<file path="config.mk">
export PLATFORM = sky130hd
export DESIGN_NAME = spi_word_top
export DESIGN_NICKNAME = d
export VERILOG_FILES = /design/src/hw/spi_word_pkg.sv /design/src/hw/spi_byte_shifter.sv /design/src/hw/spi_pin_sync.sv /design/src/hw/spi_word_assembler.sv /design/src/hw/spi_word_regs.sv /design/src/hw/spi_word_top.sv
export SDC_FILE = /design/constraint.sdc
export NUM_CORES = 1
export LEC_CHECK = 0
export BUFFER_PORTS_ARGS = -buffer_cell sky130_fd_sc_hd__buf_2
export CORE_MARGIN = 2
export CORE_UTILIZATION = 33
export DETAILED_ROUTE_END_ITERATION = 8
export PLACE_DENSITY_LB_ADDON = 0.3
export SLEW_MARGIN = 20
export SYNTH_ARGS = -nofsm -noshare
export SYNTH_HDL_FRONTEND = slang
export SYNTH_SLANG_ARGS = --single-unit
</file>
<file path="constraint.sdc">
create_clock -name clk -period 5.9 [get_ports clk]
set_clock_uncertainty 0.2 [all_clocks]
set_input_delay 0.59 -clock clk [delete_from_list [all_inputs] [get_ports clk]]
set_output_delay 0.59 -clock clk [all_outputs]
set_load 0.02 [all_outputs]
</file>
<file path="src/hw/spi_word_pkg.sv">
// SPI word peripheral shared types for pin samples, byte events and frame state
package spi_word_pkg;

  // Pin events after synchronization, all aligned to clk
  typedef struct packed {
    // One-cycle pulse on a rising sck
    logic sck_rise;
    // One-cycle pulse on a falling sck
    logic sck_fall;
    // Level, high while cs is low on the pin
    logic cs_active;
    // One-cycle pulse when cs falls
    logic cs_start;
    // Synchronized copi level
    logic copi;
  } pin_sample_t;

  // Byte result from the shifter
  typedef struct packed {
    // Last received byte, MSB came first on the wire
    logic [7:0] rx_byte;
    // One-cycle pulse when a full byte has been shifted
    logic       done;
  } byte_evt_t;

  // Word assembler states
  typedef enum logic [1:0] {
    FS_IDLE,
    FS_ACTIVE,
    FS_HOLD
  } frame_state_e;

endpackage

</file>
<file path="src/hw/spi_byte_shifter.sv">
// SPI mode 0 byte shifter that moves bits MSB first and flags each finished byte
`timescale 1ns/1ps

module spi_byte_shifter (
  input  logic                      clk,
  input  logic                      resetn,
  input  spi_word_pkg::pin_sample_t sample,
  input  logic [7:0]                tx_byte,
  output logic                      cipo,
  output spi_word_pkg::byte_evt_t   evt
);

  // Receive shift register
  logic [7:0] rx_shift;

  // Rising edge count that wraps to 0 after eight bits
  logic [2:0] rx_cnt;

  // Index of the bit on cipo, counting down from 7
  logic [2:0] tx_cnt;

  // Registered byte done pulse
  logic done_q;

  // Data is presented before the first rising edge
  assign cipo = tx_byte[tx_cnt];

  assign evt.rx_byte = rx_shift;
  assign evt.done    = done_q;

  // Receive side samples copi on rising sck
  always_ff @(posedge clk) begin
    if (sample.cs_active && sample.sck_rise) begin
      rx_shift <= {rx_shift[6:0], sample.copi};
    end
  end

  // Bit counters and byte event
  always_ff @(posedge clk) begin
    if (resetn) begin
      rx_cnt <= 3'd0;
      tx_cnt <= 3'd7;
      done_q <= 1'b0;
    end else if (sample.cs_active) begin
      if (sample.sck_rise) begin
        rx_cnt <= rx_cnt + 3'd1;
      end
      if (sample.sck_fall) begin
        // Rolls over from 0 to 7 at the byte boundary
        tx_cnt <= tx_cnt - 3'd1;
      end
      // Byte ends on the falling edge of bit 8
      // rx_cnt has already wrapped after the eighth rise
      done_q <= sample.sck_fall && (tx_cnt == 3'd0) && (rx_cnt == 3'd0);
    end else begin
      // Interrupted transfer returns the counters to their start values
      rx_cnt <= 3'd0;
      tx_cnt <= 3'd7;
      done_q <= 1'b0;
    end
  end

endmodule

</file>
<file path="src/hw/spi_pin_sync.sv">
// SPI pin synchronizer, brings sck, cs and copi into clk and forms edge pulses
`timescale 1ns/1ps

module spi_pin_sync (
  input  logic                      clk,
  input  logic                      resetn,
  input  logic                      sck,
  input  logic                      cs,
  input  logic                      copi,
  output spi_word_pkg::pin_sample_t sample
);

  // Two flops per pin
  logic [1:0] sck_sync;
  logic [1:0] cs_sync;
  logic [1:0] copi_sync;

  // Previous synchronized levels for edge detection
  logic sck_prev;
  logic cs_prev;

  always_ff @(posedge clk) begin
    if (resetn) begin
      // Idle bus: sck low, cs high
      sck_sync  <= 2'b00;
      cs_sync   <= 2'b11;
      copi_sync <= 2'b00;
      sck_prev  <= 1'b0;
      cs_prev   <= 1'b1;
      sample    <= '0;
    end else begin
      sck_sync  <= {sck_sync[0], sck};
      cs_sync   <= {cs_sync[0], cs};
      copi_sync <= {copi_sync[0], copi};
      sck_prev  <= sck_sync[1];
      cs_prev   <= cs_sync[1];
      // Edge register, third stage of the path
      sample.sck_rise  <= sck_sync[1] & ~sck_prev;
      sample.sck_fall  <= ~sck_sync[1] & sck_prev;
      sample.cs_active <= ~cs_sync[1];
      sample.cs_start  <= ~cs_sync[1] & cs_prev;
      sample.copi      <= copi_sync[1];
    end
  end

endmodule

</file>
<file path="src/hw/spi_word_assembler.sv">
// SPI word assembler, builds little-endian words from bytes and feeds the receive stream
`timescale 1ns/1ps

module spi_word_assembler #(
  parameter int word_bytes = 4
) (
  input  logic                      clk,
  input  logic                      resetn,
  input  spi_word_pkg::pin_sample_t sample,
  input  spi_word_pkg::byte_evt_t   evt,
  input  logic [8*word_bytes-1:0]   tx_word,
  input  logic                      tx_pending,
  output logic                      tx_take,
  output logic [7:0]                tx_byte,
  output logic                      overrun,
  output logic                      rx_valid,
  input  logic                      rx_ready,
  output logic [8*word_bytes-1:0]   rx_data
);

  import spi_word_pkg::*;

  localparam int word_w = 8 * word_bytes;
  localparam int idx_w  = $clog2(word_bytes);
  localparam logic [idx_w-1:0] last_idx = idx_w'(word_bytes - 1);

  frame_state_e state;

  // Word sent during the current frame
  logic [word_w-1:0] tx_latch;

  // Partial receive word, new bytes enter at the top
  logic [word_w-1:0] rx_shift;

  // Byte position within the word
  logic [idx_w-1:0] byte_cnt;
  logic [idx_w-1:0] tx_idx;

  logic word_done;
  logic xfer;

  assign rx_valid  = (state == FS_HOLD);
  assign xfer      = rx_valid && rx_ready;
  assign word_done = evt.done && sample.cs_active && (byte_cnt == last_idx);

  // Consume the pending word as the frame opens
  assign tx_take = sample.cs_start && tx_pending;

  // Word finished while the previous one still waits
  assign overrun = word_done && (state == FS_HOLD) && !xfer;

  // Look one byte ahead during done so cipo switches with the bit counter wrap
  always_comb begin
    tx_idx = byte_cnt;
    if (evt.done) begin
      tx_idx = (byte_cnt == last_idx) ? '0 : byte_cnt + idx_w'(1);
    end
  end

  assign tx_byte = tx_latch[8*tx_idx +: 8];

  // Transmit word latch, zeros when nothing is queued
  always_ff @(posedge clk) begin
    if (resetn) begin
      tx_latch <= '0;
    end else if (sample.cs_start) begin
      tx_latch <= tx_pending ? tx_word : '0;
    end
  end

  // Byte counter and receive shift
  always_ff @(posedge clk) begin
    if (resetn) begin
      byte_cnt <= '0;
    end else if (!sample.cs_active) begin
      // Partial word dropped
      byte_cnt <= '0;
    end else if (evt.done) begin
      byte_cnt <= (byte_cnt == last_idx) ? '0 : byte_cnt + idx_w'(1);
    end
  end

  always_ff @(posedge clk) begin
    if (evt.done) begin
      rx_shift <= {evt.rx_byte, rx_shift[word_w-1:8]};
    end
  end

  // Completed word goes out, unless one is still held
  always_ff @(posedge clk) begin
    if (word_done && (state != FS_HOLD || xfer)) begin
      rx_data <= {evt.rx_byte, rx_shift[word_w-1:8]};
    end
  end

  // Frame and hold FSM
  always_ff @(posedge clk) begin
    if (resetn) begin
      state <= FS_IDLE;
    end else begin
      case (state)
        FS_IDLE: begin
          if (sample.cs_start) begin
            state <= FS_ACTIVE;
          end
        end
        FS_ACTIVE: begin
          if (word_done) begin
            state <= FS_HOLD;
          end else if (!sample.cs_active) begin
            state <= FS_IDLE;
          end
        end
        FS_HOLD: begin
          // Leave only when the host takes the word
          if (xfer) begin
            if (word_done) begin
              state <= FS_HOLD;
            end else if (sample.cs_active) begin
              state <= FS_ACTIVE;
            end else begin
              state <= FS_IDLE;
            end
          end
        end
        default: state <= FS_IDLE;
      endcase
    end
  end

endmodule

</file>
<file path="src/hw/spi_word_regs.sv">
// SPI word register block, one-entry transmit holding register and overrun counter
`timescale 1ns/1ps

module spi_word_regs #(
  parameter int word_bytes = 4
) (
  input  logic                    clk,
  input  logic                    resetn,
  input  logic                    tx_valid,
  output logic                    tx_ready,
  input  logic [8*word_bytes-1:0] tx_data,
  input  logic                    tx_take,
  input  logic                    overrun,
  output logic [8*word_bytes-1:0] tx_word,
  output logic                    tx_pending,
  output logic [7:0]              overrun_count
);

  logic accept;

  // Room for one word only
  assign tx_ready = !tx_pending;
  assign accept   = tx_valid && tx_ready;

  // Payload, qualified by tx_pending
  always_ff @(posedge clk) begin
    if (accept) begin
      tx_word <= tx_data;
    end
  end

  always_ff @(posedge clk) begin
    if (resetn) begin
      tx_pending <= 1'b0;
    end else if (accept) begin
      tx_pending <= 1'b1;
    end else if (tx_take) begin
      // Frame started, slot free on the next cycle
      tx_pending <= 1'b0;
    end
  end

  // Saturates at 255
  always_ff @(posedge clk) begin
    if (resetn) begin
      overrun_count <= 8'd0;
    end else if (overrun && overrun_count != 8'hff) begin
      overrun_count <= overrun_count + 8'd1;
    end
  end

endmodule

</file>
<file path="src/hw/spi_word_top.sv">
// SPI word peripheral top, mode 0 pins to host valid/ready word streams
`timescale 1ns/1ps

module spi_word_top #(
  parameter int word_bytes = 4
) (
  input  logic                    clk,
  input  logic                    resetn,
  input  logic                    sck,
  input  logic                    cs,
  input  logic                    copi,
  output logic                    cipo,
  input  logic                    tx_valid,
  output logic                    tx_ready,
  input  logic [8*word_bytes-1:0] tx_data,
  output logic                    rx_valid,
  input  logic                    rx_ready,
  output logic [8*word_bytes-1:0] rx_data,
  output logic [7:0]              overrun_count
);

  import spi_word_pkg::*;

  pin_sample_t sample;
  byte_evt_t   evt;

  logic [7:0]              tx_byte;
  logic [8*word_bytes-1:0] tx_word;
  logic                    tx_pending;
  logic                    tx_take;
  logic                    overrun;

  // Pin front end
  spi_pin_sync u_sync (
    .clk    (clk),
    .resetn (resetn),
    .sck    (sck),
    .cs     (cs),
    .copi   (copi),
    .sample (sample)
  );

  spi_byte_shifter u_shifter (
    .clk     (clk),
    .resetn  (resetn),
    .sample  (sample),
    .tx_byte (tx_byte),
    .cipo    (cipo),
    .evt     (evt)
  );

  spi_word_assembler #(.word_bytes(word_bytes)) u_assembler (
    .clk        (clk),
    .resetn     (resetn),
    .sample     (sample),
    .evt        (evt),
    .tx_word    (tx_word),
    .tx_pending (tx_pending),
    .tx_take    (tx_take),
    .tx_byte    (tx_byte),
    .overrun    (overrun),
    .rx_valid   (rx_valid),
    .rx_ready   (rx_ready),
    .rx_data    (rx_data)
  );

  // Host side registers
  spi_word_regs #(.word_bytes(word_bytes)) u_regs (
    .clk           (clk),
    .resetn        (resetn),
    .tx_valid      (tx_valid),
    .tx_ready      (tx_ready),
    .tx_data       (tx_data),
    .tx_take       (tx_take),
    .overrun       (overrun),
    .tx_word       (tx_word),
    .tx_pending    (tx_pending),
    .overrun_count (overrun_count)
  );

endmodule

</file>
==> out/results.ini <==
[timing]
timing.hold.ws_ps = 148
post-route-min-period_ps = 3520
finalCritPeriodShare_pct = 59.6
slew-limit-headroom_pct = 33.4
grt_setup_unrepaired = false
max_freq_mhz = 284
tns_ps = 0
maxSlewViolCount = 0
tightest_slew_ps = 999
setup_viol = 0
hold_viol_final = 0

[yosys]
synth_area_leader_cell = edfxtp_1
yosysSeqAreaShare_pct = 73.4
yosys.area_share.simple_pct = 13.2
ys_seq_elements = 161
synth_compound_gate_area_share_pct = 5.42
synth_edf_count = 96
yosys_warnings = 0
synthXorXnorAreaFrac_pct = 1.23
avgSynthCellArea_um2 = 13.9
synthTopCellsByArea = edfxtp_1 (51%), dfxtp_1 (23%), nor2b_1 (4.6%), a21oi_1 (3.2%), nor2_1 (3.2%)
synthFlopType = edfxtp_1
ys_async_sr_fraction_pct = 0
synth_top_area_share_pct = 50.6
ys_types = 40
synth_common_cells = edfxtp_1 (96), dfxtp_1 (65), nor2_1 (49), nor2b_1 (42), a21oi_1 (37)
syn_inst = 410
syn_nets = 455
synth_top_family_by_area = simple AND/OR/NAND/NOR gates
yosysMostFrequentCell = edfxtp_1
synthMuxAreaShare_pct = 3.56
syn_area_um2 = 5700
synth_fa_ha_area_share_pct = 1.32

[power_and_ir_drop]
power_density_nw_per_um2 = 333
vdd_ir_drop_max_uv = 206
p_leak_uw = 0.00259
finalPower_uw = 2310

[global_routing]
first_global_vias = 3307
antenna_found_initial = 0
overflow = 0
grt_pass1_wl_um = 16500
grt_max_degree = 56
grt_use_total_pct = 11.7

[cts]
clk_latency_ps = 410
ctsResizeCount = 0
cts_root_buf = clkbuf_16
postCtsHoldBufs = 0
path_clk_slew_ps = 60
cts_inserted_buffers = 17
clk_path_buf_depth = 2
cts_setup_buffers = 0
htreeDepth = 4
clock-sinks = 161
cts_tree = yes

[worst_setup_path]
cp_data_arrival_time_ps = 2730
critPathKind = flop to output port
path_max_fanout = 6
endpoint_kind = output port
startpoint_type = flop
worstPathRequired_ps = 5110

[floorplan]
ioPinCount = 82
die_y_um = 135
die-area_um2 = 18300
core_um2 = 17100
rows = 48
die_w_um = 135
start_util_pct = 33.3

[detailed_routing]
totalWireLength_um = 10000
wl_per_cell_um = 13.6
drc = 0
vias_per_cell = 4.49
vias = 3302
firstDrtPassIters = 5
drt_iter0_drc = 339
postRouteAntennaNets = 0

[run_status]
status = completed

[final_layout]
areaGrowthSynthToFinish_pct = 21.3
num_antenna_cells = 0
fin_nets = 544
drive_gt1_share_pct = 24.5

[placement]
portBuffers = 81
place_hpwl_um = 6540
place.gp.congestion = 0.802

[run]
max_cap_viol_count = 0

[worst_hold_path]
hold_path_class = input pin to flop

-- routing by layer --
metal  GRT usage (%)  part of all wire [%]  up-vias
met5               0                     0        -
met4            4.98                   1.8        0
met3            3.89                   5.5       16
met2            18.6                    48      102
met1            14.8                    45     1542
li1                -                     -     1642
-- flip-flops by register name (all words and copies together) (netlist names), 2 cells and up --
register / count
u_regs.overrun_count: 8
u_regs.tx_word: 32
u_shifter.rx_cnt: 3
u_sync.sck_sync: 2
u_sync.sample: 5
u_shifter.tx_cnt: 3
u_sync.copi_sync: 2
u_shifter.rx_shift: 8
u_assembler.byte_cnt: 2
u_assembler.tx_latch: 32
u_assembler.rx_shift: 24
u_assembler.state: 2
u_assembler.rx_data: 32
u_sync.cs_sync: 2
-- layout by cell type, fill, tap and decap left out, types with 3 or more instances in the layout --
| cell | instances |
|---|---|
| ha_1 | 6 |
| nor2b_1 | 41 |
| inv_1 | 7 |
| inv_6 | 5 |
| nand2b_1 | 3 |
| buf_4 | 4 |
| and3_1 | 4 |
| a21oi_1 | 37 |
| nor3_1 | 3 |
| nand3_1 | 12 |
| nand2_1 | 8 |
| buf_2 | 81 |
| dfxtp_1 | 65 |
| edfxtp_1 | 96 |
| nor3b_1 | 3 |
| or2_1 | 3 |
| nand4_1 | 4 |
| mux4_2 | 3 |
| clkbuf_16 | 17 |
| xnor2_1 | 6 |
| mux2i_1 | 12 |
| nor2_1 | 48 |
| o21ai_0 | 8 |
-- layout make-up --
class	count	area, um^2
clock buffers	17	425
repair buffers	85	435
well taps	225	282
flip-flops and latches	161	4180
clock inverters	14	148
inverters	7	26.3
fillers	1616	10200
multi-input cells	227	1420
-- cell families after synthesis --
family | Yosys count
fa+ha+maj | 6
flops | 161
buf+inv | 22
xor+xnor | 8
simple gates | 142
mux | 16
compound gates | 55
-- path summary, 6_finish.rpt --
kind	cells past startpoint	slack, ps	endpoint	startpoint
worst max-delay path	7	2380	cipo	u_assembler.byte_cnt[0]
worst min-delay path	1	150	u_regs.tx_word[8]	tx_data[8]
worst max register to register	6	3630	u_regs.overrun_count[5]	u_shifter.done_q
worst min register to register	0	200	u_shifter.rx_shift[0]	u_sync.sample[0]
-- power by group --
| group | switching (uW) | internal, uW |
|---|---|---|
| sequential | 7.62 | 1200 |
| combinational | 23.0 | 16.2 |
| clock | 461 | 593 |
| total | 492 | 1810 |
-- through the flow --
stage               util [%]  worst slack, ps  instances  instance area, um^2
floorplan                  -             2520        410                 5700
detailed placement      37.0             2790        705                 6340
CTS                     40.4             2340        736                 6910
finish                  40.4             2380        736                 6920
global placement        37.0             2850        705                 6340
global route            40.4             2220        736                 6920
-- critical path: stages (launching register included) --
cell     delay [ps]
dfxtp_1         430
ha_1            310
nor3b_4          90
nor2_2          300
mux4_2          530
or3b_1          360
nand4_1         120
buf_2           180
Power figures use the tool's default switching activity.
